===== src/rtl/dbg_pkg.sv =====
package dbg_pkg;

   // largest packet in flits, without the host length word
   localparam int MAX_PKT_LEN = 8;
   localparam int LEN_W       = $clog2(MAX_PKT_LEN + 1);
   localparam int IDX_W       = $clog2(MAX_PKT_LEN);

   typedef logic [15:0] dbg_word_t;

   typedef struct packed {
      dbg_word_t payload;
      logic      last;
   } dbg_flit_t;

   // carried in flit 2 of every packet
   typedef enum logic [15:0] {
      REQ_READ  = 16'h0000,
      REQ_WRITE = 16'h0001,
      RESP_DATA = 16'h0002,
      RESP_ACK  = 16'h0003,
      RESP_ERR  = 16'h0004
   } dbg_type_e;

   typedef enum logic [15:0] {
      REG_SYSTEM_ID = 16'h0000,
      REG_NUM_MOD   = 16'h0001,
      REG_RESET     = 16'h0002
   } reg_addr_e;

   // ring station ids
   localparam dbg_word_t HOST_ID = 16'd0;
   localparam dbg_word_t CTRL_ID = 16'd1;

   localparam dbg_word_t SYSTEM_ID = 16'hdead;
   localparam dbg_word_t NUM_MOD   = 16'd1;   // modules on the ring besides the host

endpackage


===== src/rtl/dii_link_if.sv =====
interface dii_link_if
   import dbg_pkg::*;
   ();

   dbg_word_t flit;
   logic      last;
   logic      valid;
   logic      ready;

   // a flit moves in every cycle with valid and ready both high
   modport source (
      output flit, last, valid,
      input  ready
   );

   modport sink (
      input  flit, last, valid,
      output ready
   );

endinterface


===== src/rtl/host_rx_packetizer.sv =====
module host_rx_packetizer
   import dbg_pkg::*;
(
   input  logic       clk,
   input  logic       arst_n,
   input  dbg_word_t  host_in_data,
   input  logic       host_in_valid,
   output logic       host_in_ready,
   dii_link_if.source flit_out
);

   typedef enum logic {
      S_LEN,
      S_DATA
   } state_e;

   state_e           state;
   logic [LEN_W-1:0] remain;     // flits still to come in this packet
   logic             running;
   logic             out_vld;
   dbg_word_t        out_data;
   logic             out_last;
   logic             take;

   // the host is held off until the first clock edge after reset
   assign host_in_ready = running && (!out_vld || flit_out.ready);
   assign take          = host_in_valid && host_in_ready;

   assign flit_out.valid = out_vld;
   assign flit_out.flit  = out_data;
   assign flit_out.last  = out_last;

   always_ff @(posedge clk or negedge arst_n) begin
      if (!arst_n) begin
         state   <= S_LEN;
         remain  <= '0;
         running <= 1'b0;
         out_vld <= 1'b0;
      end else begin
         running <= 1'b1;
         if (flit_out.ready)
            out_vld <= 1'b0;
         if (take) begin
            case (state)
               S_LEN: begin
                  if (host_in_data != '0) begin   // zero length words are skipped
                     remain <= host_in_data[LEN_W-1:0];
                     state  <= S_DATA;
                  end
               end
               S_DATA: begin
                  out_vld <= 1'b1;
                  remain  <= remain - 1'b1;
                  if (remain == LEN_W'(1))
                     state <= S_LEN;
               end
               default: state <= S_LEN;
            endcase
         end
      end
   end

   always_ff @(posedge clk) begin
      if (take && state == S_DATA) begin
         out_data <= host_in_data;
         out_last <= (remain == LEN_W'(1));
      end
   end

   a_len_max : assert property (@(posedge clk) disable iff (!arst_n)
      take && state == S_LEN |-> host_in_data <= MAX_PKT_LEN);

endmodule


===== src/rtl/ring_router.sv =====
module ring_router
   import dbg_pkg::*;
#(
   parameter dbg_word_t STATION_ID = HOST_ID
) (
   input  logic       clk,
   input  logic       arst_n,
   dii_link_if.sink   ring_in,
   dii_link_if.source ring_out,
   dii_link_if.sink   local_in,
   dii_link_if.source local_out
);

   // packets reaching the host station again have passed every other station
   localparam bit CAN_DROP = (STATION_ID == HOST_ID);

   typedef enum logic [1:0] {
      RT_IDLE,
      RT_EJECT,
      RT_FWD,
      RT_DROP
   } route_e;

   route_e    state;
   route_e    cur;
   logic      inj_act;     // a local packet is partly on the ring
   dbg_flit_t ring_q;
   dbg_flit_t eject_q;
   logic      ring_vld;
   logic      eject_vld;
   logic      ring_free;
   logic      eject_free;
   logic      in_take;
   logic      fwd_take;
   logic      ej_take;
   logic      inj_take;

   // between packets the route comes from flit 0
   always_comb begin
      cur = state;
      if (state == RT_IDLE) begin
         if (ring_in.valid) begin
            if (ring_in.flit == STATION_ID)
               cur = RT_EJECT;
            else if (CAN_DROP)
               cur = RT_DROP;
            else
               cur = RT_FWD;
         end
      end
   end

   assign ring_free  = !ring_vld || ring_out.ready;
   assign eject_free = !eject_vld || local_out.ready;

   // the host station never forwards, so no ready path runs all the way round
   assign ring_in.ready = (cur == RT_EJECT && eject_free) || (cur == RT_DROP) ||
                          (!CAN_DROP && cur == RT_FWD && !inj_act && ring_free);
   // a waiting ring packet goes out before a local one while ejection never holds one off
   assign local_in.ready = (inj_act || cur != RT_FWD) && ring_free;

   assign in_take  = ring_in.valid && ring_in.ready;
   assign fwd_take = in_take && cur == RT_FWD;
   assign ej_take  = in_take && cur == RT_EJECT;
   assign inj_take = local_in.valid && local_in.ready;

   assign ring_out.valid  = ring_vld;
   assign ring_out.flit   = ring_q.payload;
   assign ring_out.last   = ring_q.last;
   assign local_out.valid = eject_vld;
   assign local_out.flit  = eject_q.payload;
   assign local_out.last  = eject_q.last;

   always_ff @(posedge clk or negedge arst_n) begin
      if (!arst_n) begin
         state     <= RT_IDLE;
         inj_act   <= 1'b0;
         ring_vld  <= 1'b0;
         eject_vld <= 1'b0;
      end else begin
         if (ring_free)
            ring_vld <= fwd_take || inj_take;
         if (eject_free)
            eject_vld <= ej_take;
         if (in_take)
            state <= ring_in.last ? RT_IDLE : cur;   // route held until the last flit
         if (inj_take)
            inj_act <= !local_in.last;
      end
   end

   always_ff @(posedge clk) begin
      if (fwd_take)
         ring_q <= '{payload: ring_in.flit, last: ring_in.last};
      else if (inj_take)
         ring_q <= '{payload: local_in.flit, last: local_in.last};
      if (ej_take)
         eject_q <= '{payload: ring_in.flit, last: ring_in.last};
   end

   a_ring_hold : assert property (@(posedge clk) disable iff (!arst_n)
      ring_out.valid && !ring_out.ready |=>
         ring_out.valid && $stable(ring_out.flit) && $stable(ring_out.last));

endmodule


===== src/rtl/ctrl_regs_module.sv =====
module ctrl_regs_module
   import dbg_pkg::*;
(
   input  logic       clk,
   input  logic       arst_n,
   dii_link_if.sink   req_in,
   dii_link_if.source resp_out,
   output logic       sys_rst,
   output logic       cpu_rst
);

   typedef enum logic {
      S_RX,
      S_TX
   } state_e;

   state_e           state;
   logic [IDX_W-1:0] rx_idx;
   logic [IDX_W-1:0] tx_idx;
   logic [IDX_W-1:0] last_idx;
   dbg_word_t        src_q;
   dbg_type_e        type_q;
   reg_addr_e        addr_q;
   dbg_type_e        resp_type;
   dbg_word_t        rdata;
   logic [1:0]       rst_q;   // bit 0 system reset, bit 1 cpu reset
   logic             req_take;
   logic             resp_take;

   assign req_in.ready = (state == S_RX);
   assign req_take     = req_in.valid && req_in.ready;
   assign resp_take    = resp_out.valid && resp_out.ready;

   assign sys_rst = rst_q[0];
   assign cpu_rst = rst_q[1];

   // decode the captured request into the response type and read data
   always_comb begin
      resp_type = RESP_ERR;
      rdata     = '0;
      if (type_q == REQ_READ) begin
         resp_type = RESP_DATA;
         case (addr_q)
            REG_SYSTEM_ID: rdata = SYSTEM_ID;
            REG_NUM_MOD:   rdata = NUM_MOD;
            REG_RESET:     rdata = dbg_word_t'(rst_q);
            default:       resp_type = RESP_ERR;
         endcase
      end else if (type_q == REQ_WRITE && addr_q == REG_RESET) begin
         resp_type = RESP_ACK;
      end
   end

   // only a data response carries flit 3
   assign last_idx = (resp_type == RESP_DATA) ? IDX_W'(3) : IDX_W'(2);

   always_comb begin
      case (tx_idx)
         'd0:     resp_out.flit = src_q;
         'd1:     resp_out.flit = CTRL_ID;
         'd2:     resp_out.flit = resp_type;
         default: resp_out.flit = rdata;
      endcase
   end

   assign resp_out.valid = (state == S_TX);
   assign resp_out.last  = (tx_idx == last_idx);

   always_ff @(posedge clk or negedge arst_n) begin
      if (!arst_n) begin
         state  <= S_RX;
         rx_idx <= '0;
         tx_idx <= '0;
         rst_q  <= 2'b00;
      end else begin
         if (req_take) begin
            rx_idx <= rx_idx + 1'b1;
            if (req_in.last) begin
               rx_idx <= '0;
               state  <= S_TX;
            end
            if (rx_idx == 'd4 && type_q == REQ_WRITE && addr_q == REG_RESET)
               rst_q <= req_in.flit[1:0];
         end
         if (resp_take) begin
            tx_idx <= tx_idx + 1'b1;
            if (resp_out.last) begin
               tx_idx <= '0;
               state  <= S_RX;
            end
         end
      end
   end

   // flit 0 is our own id and is not kept
   always_ff @(posedge clk) begin
      if (req_take) begin
         case (rx_idx)
            'd1:     src_q  <= req_in.flit;
            'd2:     type_q <= dbg_type_e'(req_in.flit);
            'd3:     addr_q <= reg_addr_e'(req_in.flit);
            default: ;
         endcase
      end
   end

   a_req_len : assert property (@(posedge clk) disable iff (!arst_n)
      req_take && rx_idx == ((type_q == REQ_WRITE) ? IDX_W'(4) : IDX_W'(3))
         |-> req_in.last);

endmodule


===== src/rtl/host_tx_serializer.sv =====
module host_tx_serializer
   import dbg_pkg::*;
(
   input  logic      clk,
   input  logic      arst_n,
   dii_link_if.sink  flit_in,
   output dbg_word_t host_out_data,
   output logic      host_out_valid,
   input  logic      host_out_ready
);

   typedef enum logic [1:0] {
      S_FILL,
      S_LEN,
      S_DATA
   } state_e;

   state_e           state;
   dbg_word_t        buffer [MAX_PKT_LEN];
   logic [LEN_W-1:0] count;    // flits stored for the current packet
   logic [IDX_W-1:0] rd_idx;
   logic             in_take;
   logic             out_take;

   assign flit_in.ready = (state == S_FILL);
   assign in_take       = flit_in.valid && flit_in.ready;
   assign out_take      = host_out_valid && host_out_ready;

   assign host_out_valid = (state != S_FILL);
   assign host_out_data  = (state == S_LEN) ? dbg_word_t'(count) : buffer[rd_idx];

   always_ff @(posedge clk or negedge arst_n) begin
      if (!arst_n) begin
         state  <= S_FILL;
         count  <= '0;
         rd_idx <= '0;
      end else begin
         case (state)
            S_FILL: begin
               if (in_take) begin
                  count <= count + 1'b1;
                  if (flit_in.last)
                     state <= S_LEN;
               end
            end
            S_LEN: begin
               if (out_take) begin
                  state  <= S_DATA;
                  rd_idx <= '0;
               end
            end
            default: begin
               if (out_take) begin
                  rd_idx <= rd_idx + 1'b1;
                  if (LEN_W'(rd_idx) + 1'b1 == count) begin   // final payload word
                     state <= S_FILL;
                     count <= '0;
                  end
               end
            end
         endcase
      end
   end

   always_ff @(posedge clk) begin
      if (in_take)
         buffer[count[IDX_W-1:0]] <= flit_in.flit;
   end

   a_no_overflow : assert property (@(posedge clk) disable iff (!arst_n)
      in_take |-> count < MAX_PKT_LEN);

endmodule


===== src/rtl/debug_system.sv =====
module debug_system
   import dbg_pkg::*;
(
   input  logic      clk,
   input  logic      arst_n,
   input  dbg_word_t host_in_data,
   input  logic      host_in_valid,
   output logic      host_in_ready,
   output dbg_word_t host_out_data,
   output logic      host_out_valid,
   input  logic      host_out_ready,
   output logic      sys_rst,
   output logic      cpu_rst
);

   dii_link_if rx_link ();
   dii_link_if tx_link ();
   dii_link_if ring_0_1 ();
   dii_link_if ring_1_0 ();
   dii_link_if scm_req ();
   dii_link_if scm_resp ();

   host_rx_packetizer u_rx (
      .clk           ( clk           ),
      .arst_n        ( arst_n        ),
      .host_in_data  ( host_in_data  ),
      .host_in_valid ( host_in_valid ),
      .host_in_ready ( host_in_ready ),
      .flit_out      ( rx_link       )
   );

   // station 0 talks to the host, station 1 to the control registers
   ring_router #(.STATION_ID(HOST_ID)) u_station0 (
      .clk       ( clk      ),
      .arst_n    ( arst_n   ),
      .ring_in   ( ring_1_0 ),
      .ring_out  ( ring_0_1 ),
      .local_in  ( rx_link  ),
      .local_out ( tx_link  )
   );

   ring_router #(.STATION_ID(CTRL_ID)) u_station1 (
      .clk       ( clk      ),
      .arst_n    ( arst_n   ),
      .ring_in   ( ring_0_1 ),
      .ring_out  ( ring_1_0 ),
      .local_in  ( scm_resp ),
      .local_out ( scm_req  )
   );

   ctrl_regs_module u_scm (
      .clk      ( clk      ),
      .arst_n   ( arst_n   ),
      .req_in   ( scm_req  ),
      .resp_out ( scm_resp ),
      .sys_rst  ( sys_rst  ),
      .cpu_rst  ( cpu_rst  )
   );

   host_tx_serializer u_tx (
      .clk            ( clk            ),
      .arst_n         ( arst_n         ),
      .flit_in        ( tx_link        ),
      .host_out_data  ( host_out_data  ),
      .host_out_valid ( host_out_valid ),
      .host_out_ready ( host_out_ready )
   );

endmodule


===== config.mk =====
export PLATFORM = sky130hd
export DESIGN_NAME = debug_system
export DESIGN_NICKNAME = d
export VERILOG_FILES = /design/src/rtl/dbg_pkg.sv /design/src/rtl/dii_link_if.sv /design/src/rtl/host_rx_packetizer.sv /design/src/rtl/ring_router.sv /design/src/rtl/ctrl_regs_module.sv /design/src/rtl/host_tx_serializer.sv /design/src/rtl/debug_system.sv
export SDC_FILE = /design/constraint.sdc
export NUM_CORES = 1
export LEC_CHECK = 0
export BUFFER_PORTS_ARGS = -buffer_cell sky130_fd_sc_hd__buf_2
export CAP_MARGIN = 20
export CORE_UTILIZATION = 50
export DETAILED_ROUTE_END_ITERATION = 6
export PLACE_DENSITY_LB_ADDON = 0.3
export SYNTH_ARGS = -nofsm -noshare
export SYNTH_HDL_FRONTEND = slang
export SYNTH_SLANG_ARGS = --single-unit

===== constraint.sdc =====
create_clock -name clk -period 6.02 [get_ports clk]
set_input_delay 1.204 -clock clk [delete_from_list [all_inputs] [get_ports clk]]
set_output_delay 1.204 -clock clk [all_outputs]
set_load 0.02 [all_outputs]

* After elaboration in Yosys (flattened, before gate mapping)
Memory sizes are Yosys's and may differ from the RTL's.
Cells that the tools add are included.
** Word-level totals
- Input bits :: 20
- Output and inout bits :: 20
- Logic and storage cells :: 185
- Bits in registers :: 168
- Memories kept :: 1
- Bits in writable memories :: 128
** Memory list
- u_tx.buffer :: depth 8, width 16, rd ports 1, clocked after Yosys merged registers in 0, write ports 1, RTL line host_tx_serializer.sv:19 : dbg_word_t buffer [MAX_PKT_LEN];
** Operators by class
- Eq/ne operators :: 27
- Add/sub/neg operators :: 6
- Reduce and logical (&&, ||, !) cells :: 66
- Multiplexer cells :: 49
- Bitwise operators :: 4
** Operator list (number)
- 16-bit case mux with 3 select lines :: 2
- 17-bit two-way mux :: 4
- 16-bit by 1-bit equality test with 1-bit output, second input constant :: 3
- 16-bit zero test :: 3
- 16-bit two-way mux :: 3
- 16-bit by 2-bit equality test with 1-bit output, second input constant :: 2
- 2-bit two-way mux :: 13
- 1-bit logical AND :: 23
- 3-bit two-way mux :: 6
- 4-bit two-way mux :: 4
- 4-bit case mux with 2 select lines :: 2
- 16-bit nonzero test :: 1
- 1-bit logical OR :: 12
- 1-bit two-way mux :: 12
- 2-bit AND reduction :: 6
- 2-bit nonzero test :: 5
- 3-bit by 1-bit adder with 3-bit output, second input constant :: 3
- 3-bit by 2-bit equality test with 1-bit output, second input constant :: 3
- 2-bit equality test, second input constant :: 4
- 1-bit zero test :: 8
- 2-bit by 1-bit equality test with 1-bit output, second input constant :: 3
- 3-bit by 1-bit equality test with 1-bit output, second input constant :: 2
- 2-bit zero test :: 3
- 2-bit by 1-bit != test with 1-bit output, second input constant :: 3
- 17 further kinds :: 22

* Logic depth before layout (Yosys ltp)
Gate-level depths: netlist of run 1.
- Depth in word-level cells :: 16
- Mapped depth :: 9
- Mapped depth without buffers :: 8

* Cells and area by module
From an unflattened synthesis of run 1, not the netlist that was laid out.
** Unflattened totals
- Cells, all modules :: 683
- Area total of the unflattened synthesis :: 11981.5 µm²
** By module, submodules not included
- host_tx_serializer :: cells an instance 283, instances 1, area each 5545.3 µm²
- ctrl_regs_module :: cells an instance 154, instances 1, area each 2344.7 µm²
- ring_router at u_station1 :: cells an instance 96, instances 1, area each 1654.1 µm²
- ring_router at u_station0 :: cells an instance 85, instances 1, area each 1433.9 µm²
- host_rx_packetizer :: cells an instance 65, instances 1, area each 1003.5 µm²

* Least setup slack after synthesis of run 1
No wires, ideal clock.
- Path type :: reg2out
- Start point :: register u_tx.state[1]
- End point :: output port host_in_ready
- Cell stages (with the launch flop) :: 8
- Arrival :: 2.026 ns
- Buffers on the path :: 1
- Slack :: 2.790 ns
- Cells stage by stage :: dfrtp_1 > clkbuf_1 > o21ai_0 > o21ai_0 > o2bb2ai_1 > o21ai_1 > o21ai_0 > a21boi_0
** Between the ends
- Cells in the longest elaborated chain, start to end :: 11
** Ends and longest elaborated chain
- start, declared :: RTL line host_tx_serializer.sv:18 : state_e state;
- start signal, assigned :: RTL line host_tx_serializer.sv:34 : state <= S_FILL;
- start signal, assigned :: RTL line host_tx_serializer.sv:43 : state <= S_LEN;
- start signal, assigned :: RTL line host_tx_serializer.sv:48 : state <= S_DATA;
- 2-bit zero test :: RTL line host_tx_serializer.sv:25 : assign flit_in.ready = (state == S_FILL);
- 1-bit logical OR :: RTL line ring_router.sv:54 : assign eject_free = !eject_vld || local_out.ready;
- 1-bit logical AND :: RTL line ring_router.sv:57 : assign ring_in.ready = (cur == RT_EJECT && eject_free) || (cur == RT_DROP) ||
- 1-bit logical OR :: RTL line ring_router.sv:57
- 1-bit logical OR :: RTL line ring_router.sv:53 : assign ring_free = !ring_vld || ring_out.ready;
- 1-bit logical AND :: RTL line ring_router.sv:58 : (!CAN_DROP && cur == RT_FWD && !inj_act && ring_free);
- 1-bit logical OR :: RTL line ring_router.sv:57
- 1-bit logical OR :: RTL line ring_router.sv:53
- 1-bit logical AND :: RTL line ring_router.sv:60 : assign local_in.ready = (inj_act || cur != RT_FWD) && ring_free;
- 1-bit logical OR :: RTL line host_rx_packetizer.sv:26 : assign host_in_ready = running && (!out_vld || flit_out.ready);
- 1-bit logical AND :: RTL line host_rx_packetizer.sv:26
- end, declared :: RTL line debug_system.sv:8 : output logic host_in_ready,
No other way between the ends.

* Worst setup path in the final report of run 1
- Start point :: register u_station0.ring_q (netlist bit u_station0.ring_out.flit[9])
- End point :: output port host_in_ready
** Between the ends
- Cells in the longest elaborated chain, start to end :: 12
- Elaborated cells on any way between the ends :: 16
** Ends and longest elaborated chain
- start, declared :: RTL line ring_router.sv:27 : dbg_flit_t ring_q;
- start signal, assigned :: RTL line ring_router.sv:94 : ring_q <= '{payload: ring_in.flit, last: ring_in.last};
- start signal, assigned :: RTL line ring_router.sv:96 : ring_q <= '{payload: local_in.flit, last: local_in.last};
- 16-bit by 1-bit equality test with 1-bit output * :: RTL line ring_router.sv:43 : if (ring_in.flit == STATION_ID)
- 2-bit two-way mux * :: RTL line ring_router.sv:43
- 2-bit two-way mux * :: RTL line ring_router.sv:42 : if (ring_in.valid) begin
- 2-bit two-way mux * :: RTL line ring_router.sv:41 : if (state == RT_IDLE) begin
- 2-bit by 1-bit equality test with 1-bit output or 2-bit equality test (tied branches) :: RTL line ring_router.sv:57, ring_router.sv:58
- 1-bit logical AND, on equally long branches :: RTL line ring_router.sv:57, ring_router.sv:58
- 1-bit logical OR or 1-bit logical AND (tied branches) :: RTL line ring_router.sv:57, ring_router.sv:58
- 1-bit logical OR * :: RTL line ring_router.sv:57
- 1-bit logical OR * :: RTL line ring_router.sv:53
- 1-bit logical AND * :: RTL line ring_router.sv:60
- 1-bit logical OR * :: RTL line host_rx_packetizer.sv:26
- 1-bit logical AND * :: RTL line host_rx_packetizer.sv:26
Mark *: on every way between the ends. The rest lies on a longest branch, timed or not.

==> run metrics, run 1 <==
status=finished, final reports clean; max frequency=0.2448 GHz; Critical Path Sink Type=output pin; CP Cell Sequence=nor4_1 -> and4_1 -> o2bb2ai_1 -> o21ai_1 -> o21ai_0 -> a21boi_0 -> buf_2; register area share after synthesis=74.90%; first-pass GRT wire length=33.02 mm; Area Overhead vs Synth=12.30%; Mapped Area=11630 sq um; CP Class=flop to output pin; synth unique cells=58; GR Util All Layers=17.93%; area of the core=22710 sq um; share of post-route cells with drive strength above 1=19.13%; Post-Syn Nets=736; final-report hold violation count=0; final cell count without fillers=1048; placer congestion estimate=0.8537; pin count of the biggest net entering global routing=39; latest clock arrival within the worst-skew pair=0.53 ns; fin. max-slew vios=0; Reg clk slew, reported paths=0.05 ns; Total Die Area=23880 sq um; P_leak=0.004527 uW; Yosys reg bits=296; Post-DRT Antenna Nets=0; die width=154.5 um; via count of the routed design=5997; WL/cell=19.53 um; H-tree levels=1; PortBufs=39; Root Buffer=clkbuf_16; Final setup viols=0; crit-path max FO=6; HP Class=flop to flop; CP Launch Type=flop; TritonCTS Sinks=296; asr flop ratio synth=11.82%; hold buffers post-CTS=0; Post-synth EDFFs=261; maximum vdd ir drop=0.2796 mV; final-stage net count=777; vias in the first global route=6061; initial antenna violation count=0; Initial Utilization=51.23%; CP max-delay cell=nor4_1; Clock Path Buffers=3; power density cells=468.8 nW/um^2; CP Data Required Time=4.82 ns; Avg Inst Size Synth=16.55 sq um; Max-slew headroom=24.77%; grt ovf=0; Post-Syn Instances=703; Worst Path Arrival=2.88 ns; Core Rows=55; CTS resizes=0; clock skew=0.01151 ns; IO Count=40; detailed placement HPWL=13.30 mm; final hold slack=0.4165 ns; setup slack after layout=1.935 ns; drt first pass iters=5; crit share post-route=67.86%; min cycle time layout=4.085 ns; Slew @ Worst Pin=1.127 ns; post-CTS setup buffers=0; Num CTS Buffers=30; initial DRC count=523; Placed Instances=994; ant diodes=0; CTS tree=built; slowest stage delay, CP=0.54 ns; die height=154.5 um; Max-cap violations=0; reg2reg setup slack=3.14 ns; TNS Setup=0 ns; yosys warns=0; Avg Vias per Cell=5.722; Main synth FF type=edfxtp_1; RSZ-0062 raised after global routing=no; DRT Wirelength=20.47 mm; dpl ws=2.452 ns; residual DRC count=0
## placed cells by master (no fill, tap or decap), types with 7 or more instances in the layout
master     count
a21oi_1       23
a31oi_1        7
buf_2         39
buf_4         10
clkbuf_1       9
clkbuf_16     31
dfrtp_1       34
edfxtp_1     261
ha_1          13
inv_1         18
mux2i_1       20
mux4_2        32
nand2_1       53
nand2b_1      12
nand3_1       13
nand4_1        7
nor2_1        34
nor4_1        17
o21ai_0       24
## flip-flops by register name, summed over array words and instances, names as in the netlist, 4 cells and up
signal / count
u_scm.addr_q: 16
u_scm.src_q: 16
u_scm.type_q: 16
u_station1.ring_out.flit: 16
u_tx.count: 4
u_tx.buffer: 128
u_station1.local_out.flit: 16
u_rx.remain: 4
u_rx.flit_out.flit: 16
u_station0.local_out.flit: 16
u_station0.ring_out.flit: 16
## critical path: cells and delay by family, from the launching register on
| kind | cells | cell delay, ns |
|---|---|---|
| and+or+nand+nor | 2 | 0.95 |
| AOI/OAI and AO/OA | 4 | 0.80 |
| buffers and inverters | 1 | 0.18 |
| DFF | 1 | 0.42 |
## path summary, 6_finish.rpt
path,start,cells past startpoint,end
min in group asynchronous,arst_n,1,u_rx.state
max in group asynchronous,arst_n,1,u_tx.rd_idx[0]
hold reg to reg,u_rx.flit_out.flit[0],0,u_station0.ring_out.flit[0]
hold / removal,u_rx.flit_out.flit[0],0,u_station0.ring_out.flit[0]
setup / recovery,u_station0.ring_out.flit[9],7,host_in_ready
setup reg to reg,u_tx.rd_idx[0],8,u_tx.count[2]
## power by group
| group | internal [uW] | switching (uW) | leakage (uW) |
|---|---|---|---|
| clock network | 975 | 697 | 0.000427 |
| registers | 2750 | 298 | 0.00281 |
| logic | 566 | 838 | 0.00129 |
## cell usage after synthesis, types with 10 or more instances
| master | count | area share (%) |
|---|---|---|
| clkbuf_1 | 32 | 1.0 |
| nor2_1 | 40 | 1.3 |
| edfxtp_1 | 261 | 67 |
| a21oi_1 | 23 | 0.99 |
| inv_1 | 18 | 0.58 |
| nand2b_1 | 12 | 0.65 |
| mux4_2 | 32 | 6.2 |
| dfrtp_1 | 35 | 7.5 |
| buf_2 | 10 | 0.43 |
| mux2i_1 | 20 | 1.7 |
| nor4_1 | 17 | 0.91 |
| nand2_1 | 53 | 1.7 |
| ha_1 | 13 | 1.4 |
| nand3_1 | 13 | 0.56 |
| o21ai_0 | 24 | 1.0 |
## through the flow
step | cell area [sq um] | util, % | power (uW)
after floorplan | 11630 | - | 4050
after global placement | 12140 | 53.44 | 4421
after detailed placement | 12140 | 53.44 | 4503
after CTS | 13020 | 57.35 | 6172
after global routing | 13070 | 57.53 | 6433
final | 13070 | 57.53 | 6124
## layout make-up
cell class,count,area (sq um)
clock buffer,40,809.5
multi-input combinational,346,2726
clock inverter,11,78.83
timing repair buffer,52,311.5
sequential,296,8715
tap,285,356.6
inverter,18,67.56
fill,1693,9644
## cell families after synthesis
| kind of cell | Yosys count | share of synthesized area, % |
|---|---|---|
| AND/OR/NAND/NOR | 179 | 7.905 |
| XOR/XNOR | 4 | 0.3012 |
| multiplexers | 56 | 8.303 |
| AO/OA/AOI/OAI | 93 | 5.087 |
| adder cells (fa/ha/maj) | 13 | 1.398 |
| buffers and inverters | 61 | 2.076 |
| flip-flops | 296 | 74.90 |
| other | 1 | 0.03223 |
## routing by layer
metal	vias up	track usage [%]	wire length, um
met4	0	4.668	358
li1	2803	-	-
met3	28	3.054	932
met1	2998	22.74	8626
met5	-	0	0
met2	168	32.00	10550
No activity file was read; power rests on OpenSTA's default activity.
==> inputs of run 2 (changes only) <==
--- a/config.mk
+++ b/config.mk
@@ -5,6 +5,7 @@
 export SDC_FILE = /design/constraint.sdc
 export NUM_CORES = 1
 export LEC_CHECK = 0
+export ABC_AREA = 1
 export BUFFER_PORTS_ARGS = -buffer_cell sky130_fd_sc_hd__buf_2
 export CAP_MARGIN = 20
 export CORE_UTILIZATION = 50
==> constraint.sdc (replaced) <==
create_clock -name clk -period 3.34 [get_ports clk]
set_input_delay 0.668 -clock clk [delete_from_list [all_inputs] [get_ports clk]]
set_output_delay 0.668 -clock clk [all_outputs]
set_load 0.02 [all_outputs]
==> run metrics, run 2 <==
Clock Power Share=28.3% (+1.0 points); top cells by area, synth=edfxtp_1 67%, dfrtp_1 7.5%, nor2_1 5.3%; commonest non-fill, non-tap cell in the layout=edfxtp_1; first-pass GRT wire length=34.06 mm (+3.2%); Comb pwr share=24.9% (+2.0 points); CTS tree=built; die width=155.0 um (+0.30%); Sequential Area=8715 sq um (unchanged); Worst R2R Start=u_station0.ring_out.flit[15]; Worst Path Arrival=2.37 ns (-0.51 ns); final hold slack=0.2117 ns (-0.2047 ns); placer congestion estimate=0.8423 (-1.3%); Clock Path Buffers=3 (unchanged); vias in the first global route=6758 (+11%); Root Buffer=clkbuf_16; TritonCTS Sinks=296 (unchanged); Post-Syn Nets=939 (+28%); TNS Setup=0 ns (unchanged); hold buffers post-CTS=0 (unchanged); CP Class=flop to output pin; GR Util All Layers=18.37% (+0.44 points); Post-DRT Antenna Nets=0 (unchanged); Max-cap violations=0 (unchanged); DRT Wirelength=21.49 mm (+5.0%); grt ovf=0 (unchanged); pin count of the biggest net entering global routing=68 (+74%); initial antenna violation count=0 (unchanged); H-tree levels=1 (unchanged); yosys warns=0 (unchanged); Reg clk slew, reported paths=0.06 ns (about the same); crit-path max FO=5 (-1); area of the multi-input gates=2586 sq um (-5.1%); Yosys reg bits=296 (unchanged); Avg Vias per Cell=5.301 (-7.4%); RSZ-0062 raised after global routing=no; CP Data Required Time=2.67 ns (-2.15 ns); sw frac=32.31% (+2.4 points); min cycle time layout=3.041 ns; Initial Utilization=51.38% (+0.15 points); Total Die Area=24020 sq um (+0.60%); PortBufs=39 (unchanged); post-synth top area cell=edfxtp_1; Final setup viols=0 (unchanged); ant diodes=0 (unchanged); Int Pwr=7771 uW (+81%); HP Class=input pin to async pin; crit path launch=u_station0.ring_out.flit[15]; crit share post-route=91.05%; Max-slew headroom=29.18% (+4.4 points); dpl ws=0.7024 ns (-1.750 ns); clock skew=0.01264 ns (+0.001130 ns); Num CTS Buffers=30 (unchanged); Main synth FF type=edfxtp_1; fillcell total=1825 (+7.8%); fin. max-slew vios=0 (unchanged); detailed placement HPWL=14.13 mm (+6.2%); area of the core=22780 sq um (+0.30%); Psw=3710 uW (+100%); post-CTS setup buffers=0 (unchanged); CP Launch Type=flop; max reg flops=128 (unchanged); asr flop ratio synth=11.82% (unchanged); Avg Inst Size Synth=12.92 sq um (-22%); register area share after synthesis=74.45% (-0.45 points); WL/cell=16.61 um (-15%); Critical Path Sink Type=output pin; via count of the routed design=6860 (+14%); P_leak=0.004791 uW (+5.8%); sequential share of power=46.8% (-3.0 points); Core Rows=55 (unchanged); setup slack after layout=0.2991 ns (-1.636 ns); Slew @ Worst Pin=1.058 ns (-0.06878 ns); Mapped Area=11700 sq um (+0.60%); area share of the leading cell type in the synthesized netlist=66.97% (-0.40 points); CTS resizes=0 (unchanged); maximum vdd ir drop=0.5958 mV (+110%); commonest cells in the netlist=261 x edfxtp_1, 165 x nor2_1, 93 x o21ai_0, 87 x nand2_1, 50 x inv_1; Post-Syn Instances=906 (+29%); post-route cell area=13290 sq um (+1.7%); residual DRC count=0 (unchanged); Area Overhead vs Synth=13.55%; Post-synth EDFFs=261 (unchanged); synth unique cells=43 (-26%); most frequent cells in the layout=261 x edfxtp_1, 165 x nor2_1, 93 x o21ai_0; final-report hold violation count=0 (unchanged); IO Count=40 (unchanged); most common cell in the netlist=edfxtp_1; die height=155.0 um (+0.30%); power density cells=864.0 nW/um^2 (+84%); initial DRC count=503 (-3.8%); max frequency=0.3288 GHz; latest clock arrival within the worst-skew pair=0.55 ns (+0.02 ns); status=finished, final reports clean; share of post-route cells with drive strength above 1=14.27% (-4.9 points); Post-DP Area=12320 sq um (+1.5%); final-stage net count=991 (+28%); drt first pass iters=5 (unchanged)
run 2: cell count changes after synthesis, sizes merged, moves of 12 or more:
cell / previous run / this run
o21ai: 30 / 96
nand2: 53 / 94
nor2: 40 / 172
mux2i: 20 / 0
o22ai: 2 / 27
nand2b: 12 / 0
inv: 18 / 55
mux4: 32 / 0
nand3: 13 / 26
run 2: per-layer routing:
metal	global-route usage [%]	vias up	part of all wire, %
met2	33.50	200	51
met3	2.646	54	4.7
met4	7.591	0	3.6
li1	-	3336	-
met1	21.77	3270	41
met5	0	-	0
run 2: cell type report:
class	instances	area share [%]
Sequential cell	296	65.58
Inverter	55	1.572
Timing Repair Buffer	65	3.126
Multi-Input combinational cell	510	19.46
Clock buffer	39	6.063
Clock inverter	16	1.252
Tap cell	313	2.947
run 2: power by group through the flow:
stage / clock [uW] / sequential (uW) / combinational [uW]
floorplan: 0 / 5280 / 2060
global placement: 0 / 5420 / 2820
detailed placement: 0 / 5450 / 2880
CTS: 3310 / 5370 / 2890
global route: 3460 / 5450 / 3210
finish: 3250 / 5370 / 2860
run 2: final timing paths:
check / depth (start not counted) / to / slack (ns)
max: 12 / host_in_ready / 0.30
min: 1 / u_tx.state[1] / 0.21
max reg2reg: 13 / u_station1.ring_out.flit[8] / 0.73
min reg2reg: 0 / u_station0.ring_out.flit[15] / 0.42
max in group asynchronous: 1 / u_tx.rd_idx[0] / 2.57
min in group clk: 1 / u_rx.flit_out.flit[13] / 0.31
run 2: cell families after synthesis:
group | count (synthesis) | synth area share [%]
AOI/OAI and AO/OA | 166 | 8.125
xor gates and xnor gates | 9 | 0.7377
adders and majority gates | 13 | 1.390
buffers and inverters | 100 | 3.496
DFF | 296 | 74.45
muxes | 2 | 0.1924
other | 1 | 0.03204
and+or+nand+nor | 319 | 11.58
run 2: critical path, stage by stage, from the launching register on:
cell      delay [ns]
edfxtp_1        0.42
nor2_1          0.13
nand2_1         0.07
nor2_2          0.13
nand2_1         0.09
a21oi_2         0.19
nand3_1         0.09
nand2_1         0.08
inv_2           0.05
nand3_2         0.10
nand2_2         0.09
a21oi_4         0.18
buf_2           0.19
run 2: stage by stage:
| step | std cells | util, % | total power (uW) |
|---|---|---|---|
| after floorplan | 906 | - | 7342 |
| after detailed placement | 1239 | 54.07 | 8325 |
| after global placement | 1239 | 54.07 | 8245 |
| final | 1294 | 58.34 | 11480 |
| after global routing | 1294 | 58.34 | 12110 |
| after CTS | 1294 | 58.34 | 11570 |
==> inputs of run 3 (changes only) <==
--- a/config.mk
+++ b/config.mk
@@ -8,8 +8,9 @@
 export ABC_AREA = 1
 export BUFFER_PORTS_ARGS = -buffer_cell sky130_fd_sc_hd__buf_2
 export CAP_MARGIN = 20
-export CORE_UTILIZATION = 50
+export CORE_UTILIZATION = 35
 export DETAILED_ROUTE_END_ITERATION = 6
+export MAX_ROUTING_LAYER = met4
 export PLACE_DENSITY_LB_ADDON = 0.3
 export SYNTH_ARGS = -nofsm -noshare
 export SYNTH_HDL_FRONTEND = slang
==> run metrics, run 3 (synthesis gave the netlist of run 2 again) <==
status=finished, final reports clean; Final setup viols=0 (unchanged); Core Rows=66 (+20%); WL/cell=15.98 um (-3.8%); Worst R2R Start=u_station0.ring_out.flit[15]; min cycle time layout=2.989 ns (-0.05222 ns); grt ovf=0 (unchanged); max reg flops=128 (unchanged); Num CTS Buffers=29 (-3.3%); maximum vdd ir drop=0.3907 mV (-34%); die height=184.9 um (+19%); clock skew=0.02048 ns (+0.007842 ns); latest clock arrival within the worst-skew pair=0.54 ns (about the same); Placed Instances=1368 (+10%); residual DRC count=0 (unchanged); crit share post-route=89.48% (-1.6 points); CTS tree=built; Comb pwr share=25.3% (+0.4 points); sw frac=32.76% (+0.45 points); placer congestion estimate=0.8177 (-2.9%); H-tree levels=1 (unchanged); Clock Power Share=27.4% (-0.9 points); TNS Setup=0 ns (unchanged); IO Count=40 (unchanged); Clock Path Buffers=3 (unchanged); Psw=3733 uW (+0.63%); pin count of the biggest net entering global routing=61 (-10%); Avg Vias per Cell=4.794 (-9.6%); detailed placement HPWL=14.69 mm (+4.0%); Critical Path Sink Type=output pin; Sequential Area=8715 sq um (unchanged); final cell count without fillers=1420 (+9.7%); drt first pass iters=5 (unchanged); Worst Reg-to-Reg Cells=13 (unchanged); Max-cap violations=0 (unchanged); Reg clk slew, reported paths=0.06 ns (about the same); Worst Path Arrival=2.32 ns (-0.05 ns); DRT Wirelength=22.69 mm (+5.6%); sequential share of power=47.3% (+0.5 points); Int Pwr=7662 uW (-1.4%); Max-slew headroom=44.04% (+15 points); die width=184.9 um (+19%); GR Util All Layers=13.91% (-4.5 points); reg2reg setup slack=0.89 ns (+0.16 ns); Initial Utilization=35.79% (-16 points); max frequency=0.3346 GHz (+1.7%); power density cells=851.1 nW/um^2 (-1.5%); HP Class=input pin to async pin; PortBufs=39 (unchanged); most frequent cells in the layout=261 x edfxtp_1, 165 x nor2_1, 93 x o21ai_0; area of the core=32700 sq um (+44%); Root Buffer=clkbuf_16; TritonCTS Sinks=296 (unchanged); area of the multi-input gates=2586 sq um (unchanged); RSZ-0062 raised after global routing=no; via count of the routed design=6807 (-0.77%); final-stage net count=990 (-0.10%); Slew @ Worst Pin=0.8394 ns (-0.2190 ns); CP Data Required Time=2.67 ns (about the same); r2r endpoint=u_station1.ring_out.flit[4]; Post-DRT Antenna Nets=0 (unchanged); fin. max-slew vios=0 (unchanged); Total Die Area=34180 sq um (+42%); CP Launch Type=flop; vias in the first global route=6719 (-0.58%); crit-path max FO=5 (unchanged); initial DRC count=459 (-8.7%); final-report hold violation count=0 (unchanged); P_leak=0.004768 uW (-0.47%); CP Class=flop to output pin; post-CTS setup buffers=0 (unchanged); share of post-route cells with drive strength above 1=14.12% (-0.15 points); first-pass GRT wire length=36.05 mm (+5.8%); commonest non-fill, non-tap cell in the layout=edfxtp_1; hold buffers post-CTS=0 (unchanged); initial antenna violation count=1 (+1); Area Overhead vs Synth=14.40%; CTS resizes=0 (unchanged); fillcell total=3084 (+69%)
-- run 3: changes by cell type in the layout (fill, tap and decap cells not counted), sizes merged --
cell      change
clkinvlp      -1
clkinv        -1
diode         +1
clkbuf        -3
inv           +1
-- run 3: how the worst max path moves through the flow --
stage	from	end	slack [ns]	cells after the start
3_5_place_dp	u_station0.ring_out.flit[15]	u_station1.ring_out.flit[10]	0.82	13
6_report	u_station0.ring_out.flit[15]	host_in_ready	0.35	12
3_3_place_gp	u_station1.ring_out.flit[15]	u_station1.ring_out.flit[15]	0.87	14
2_1_floorplan	u_tx.state[1]	u_tx.buffer[6][0]	0.71	5
5_1_grt	u_station1.ring_out.flit[10]	host_in_ready	0.14	13
4_1_cts	u_station0.ring_out.flit[15]	host_in_ready	0.29	12
-- run 3: critical path, cell delays in order (launching register included) --
cell and delay [ns]:
edfxtp_1 0.42, nor2_1 0.14, nand2_1 0.07, nor2_2 0.13, nand2_1 0.10, a21oi_2 0.17, nand3_1 0.09, nand2_1 0.08
inv_2 0.05, nand3_2 0.09, nand2_2 0.08, a21oi_4 0.17, buf_2 0.19
-- run 3: area by class of cell --
| class | instances | share of cell area, % |
|---|---|---|
| Clock buffer | 36 | 5.616 |
| Inverter | 55 | 1.561 |
| Clock inverter | 15 | 1.168 |
| Sequential cell | 296 | 65.09 |
| Antenna cell | 1 | 0.01869 |
| Tap cell | 442 | 4.130 |
| Timing Repair Buffer | 65 | 3.103 |
| Multi-Input combinational cell | 510 | 19.32 |
-- run 3: power groups by stage --
stage | clock network [uW] | registers, uW | logic (uW)
5_1_grt | 3340 | 5460 | 3240
6_report | 3130 | 5390 | 2880
4_1_cts | 3200 | 5390 | 2920
3_5_place_dp | 0 | 5460 | 2920
2_1_floorplan | 0 | 5280 | 2060
3_3_place_gp | 0 | 5440 | 2890
-- run 3: routing by layer --
| layer | up-vias | GRT usage, % | routed length (um) |
|---|---|---|---|
| li1 | 3330 | - | - |
| met1 | 3314 | 17.86 | 10540 |
| met2 | 125 | 23.22 | 10800 |
| met3 | 38 | 1.927 | 849 |
| met4 | 0 | 3.570 | 497 |
| met5 | - | - | 0 |
-- run 3: through the flow --
stage | total power, uW | instance area, sq um | util [%] | hold slack, ns | worst slack, ns
after global routing | 12050 | 13390 | 40.94 | 0.2918 | 0.1387
after CTS | 11510 | 13390 | 40.94 | 0.2434 | 0.2855
final | 11400 | 13390 | 40.94 | 0.2214 | 0.3513
after detailed placement | 8380 | 12480 | 38.16 | 0.4045 | 0.8242
after global placement | 8332 | 12480 | 38.16 | 0.4034 | 0.8657
after floorplan | 7342 | 11700 | - | 0.3724 | 0.7145
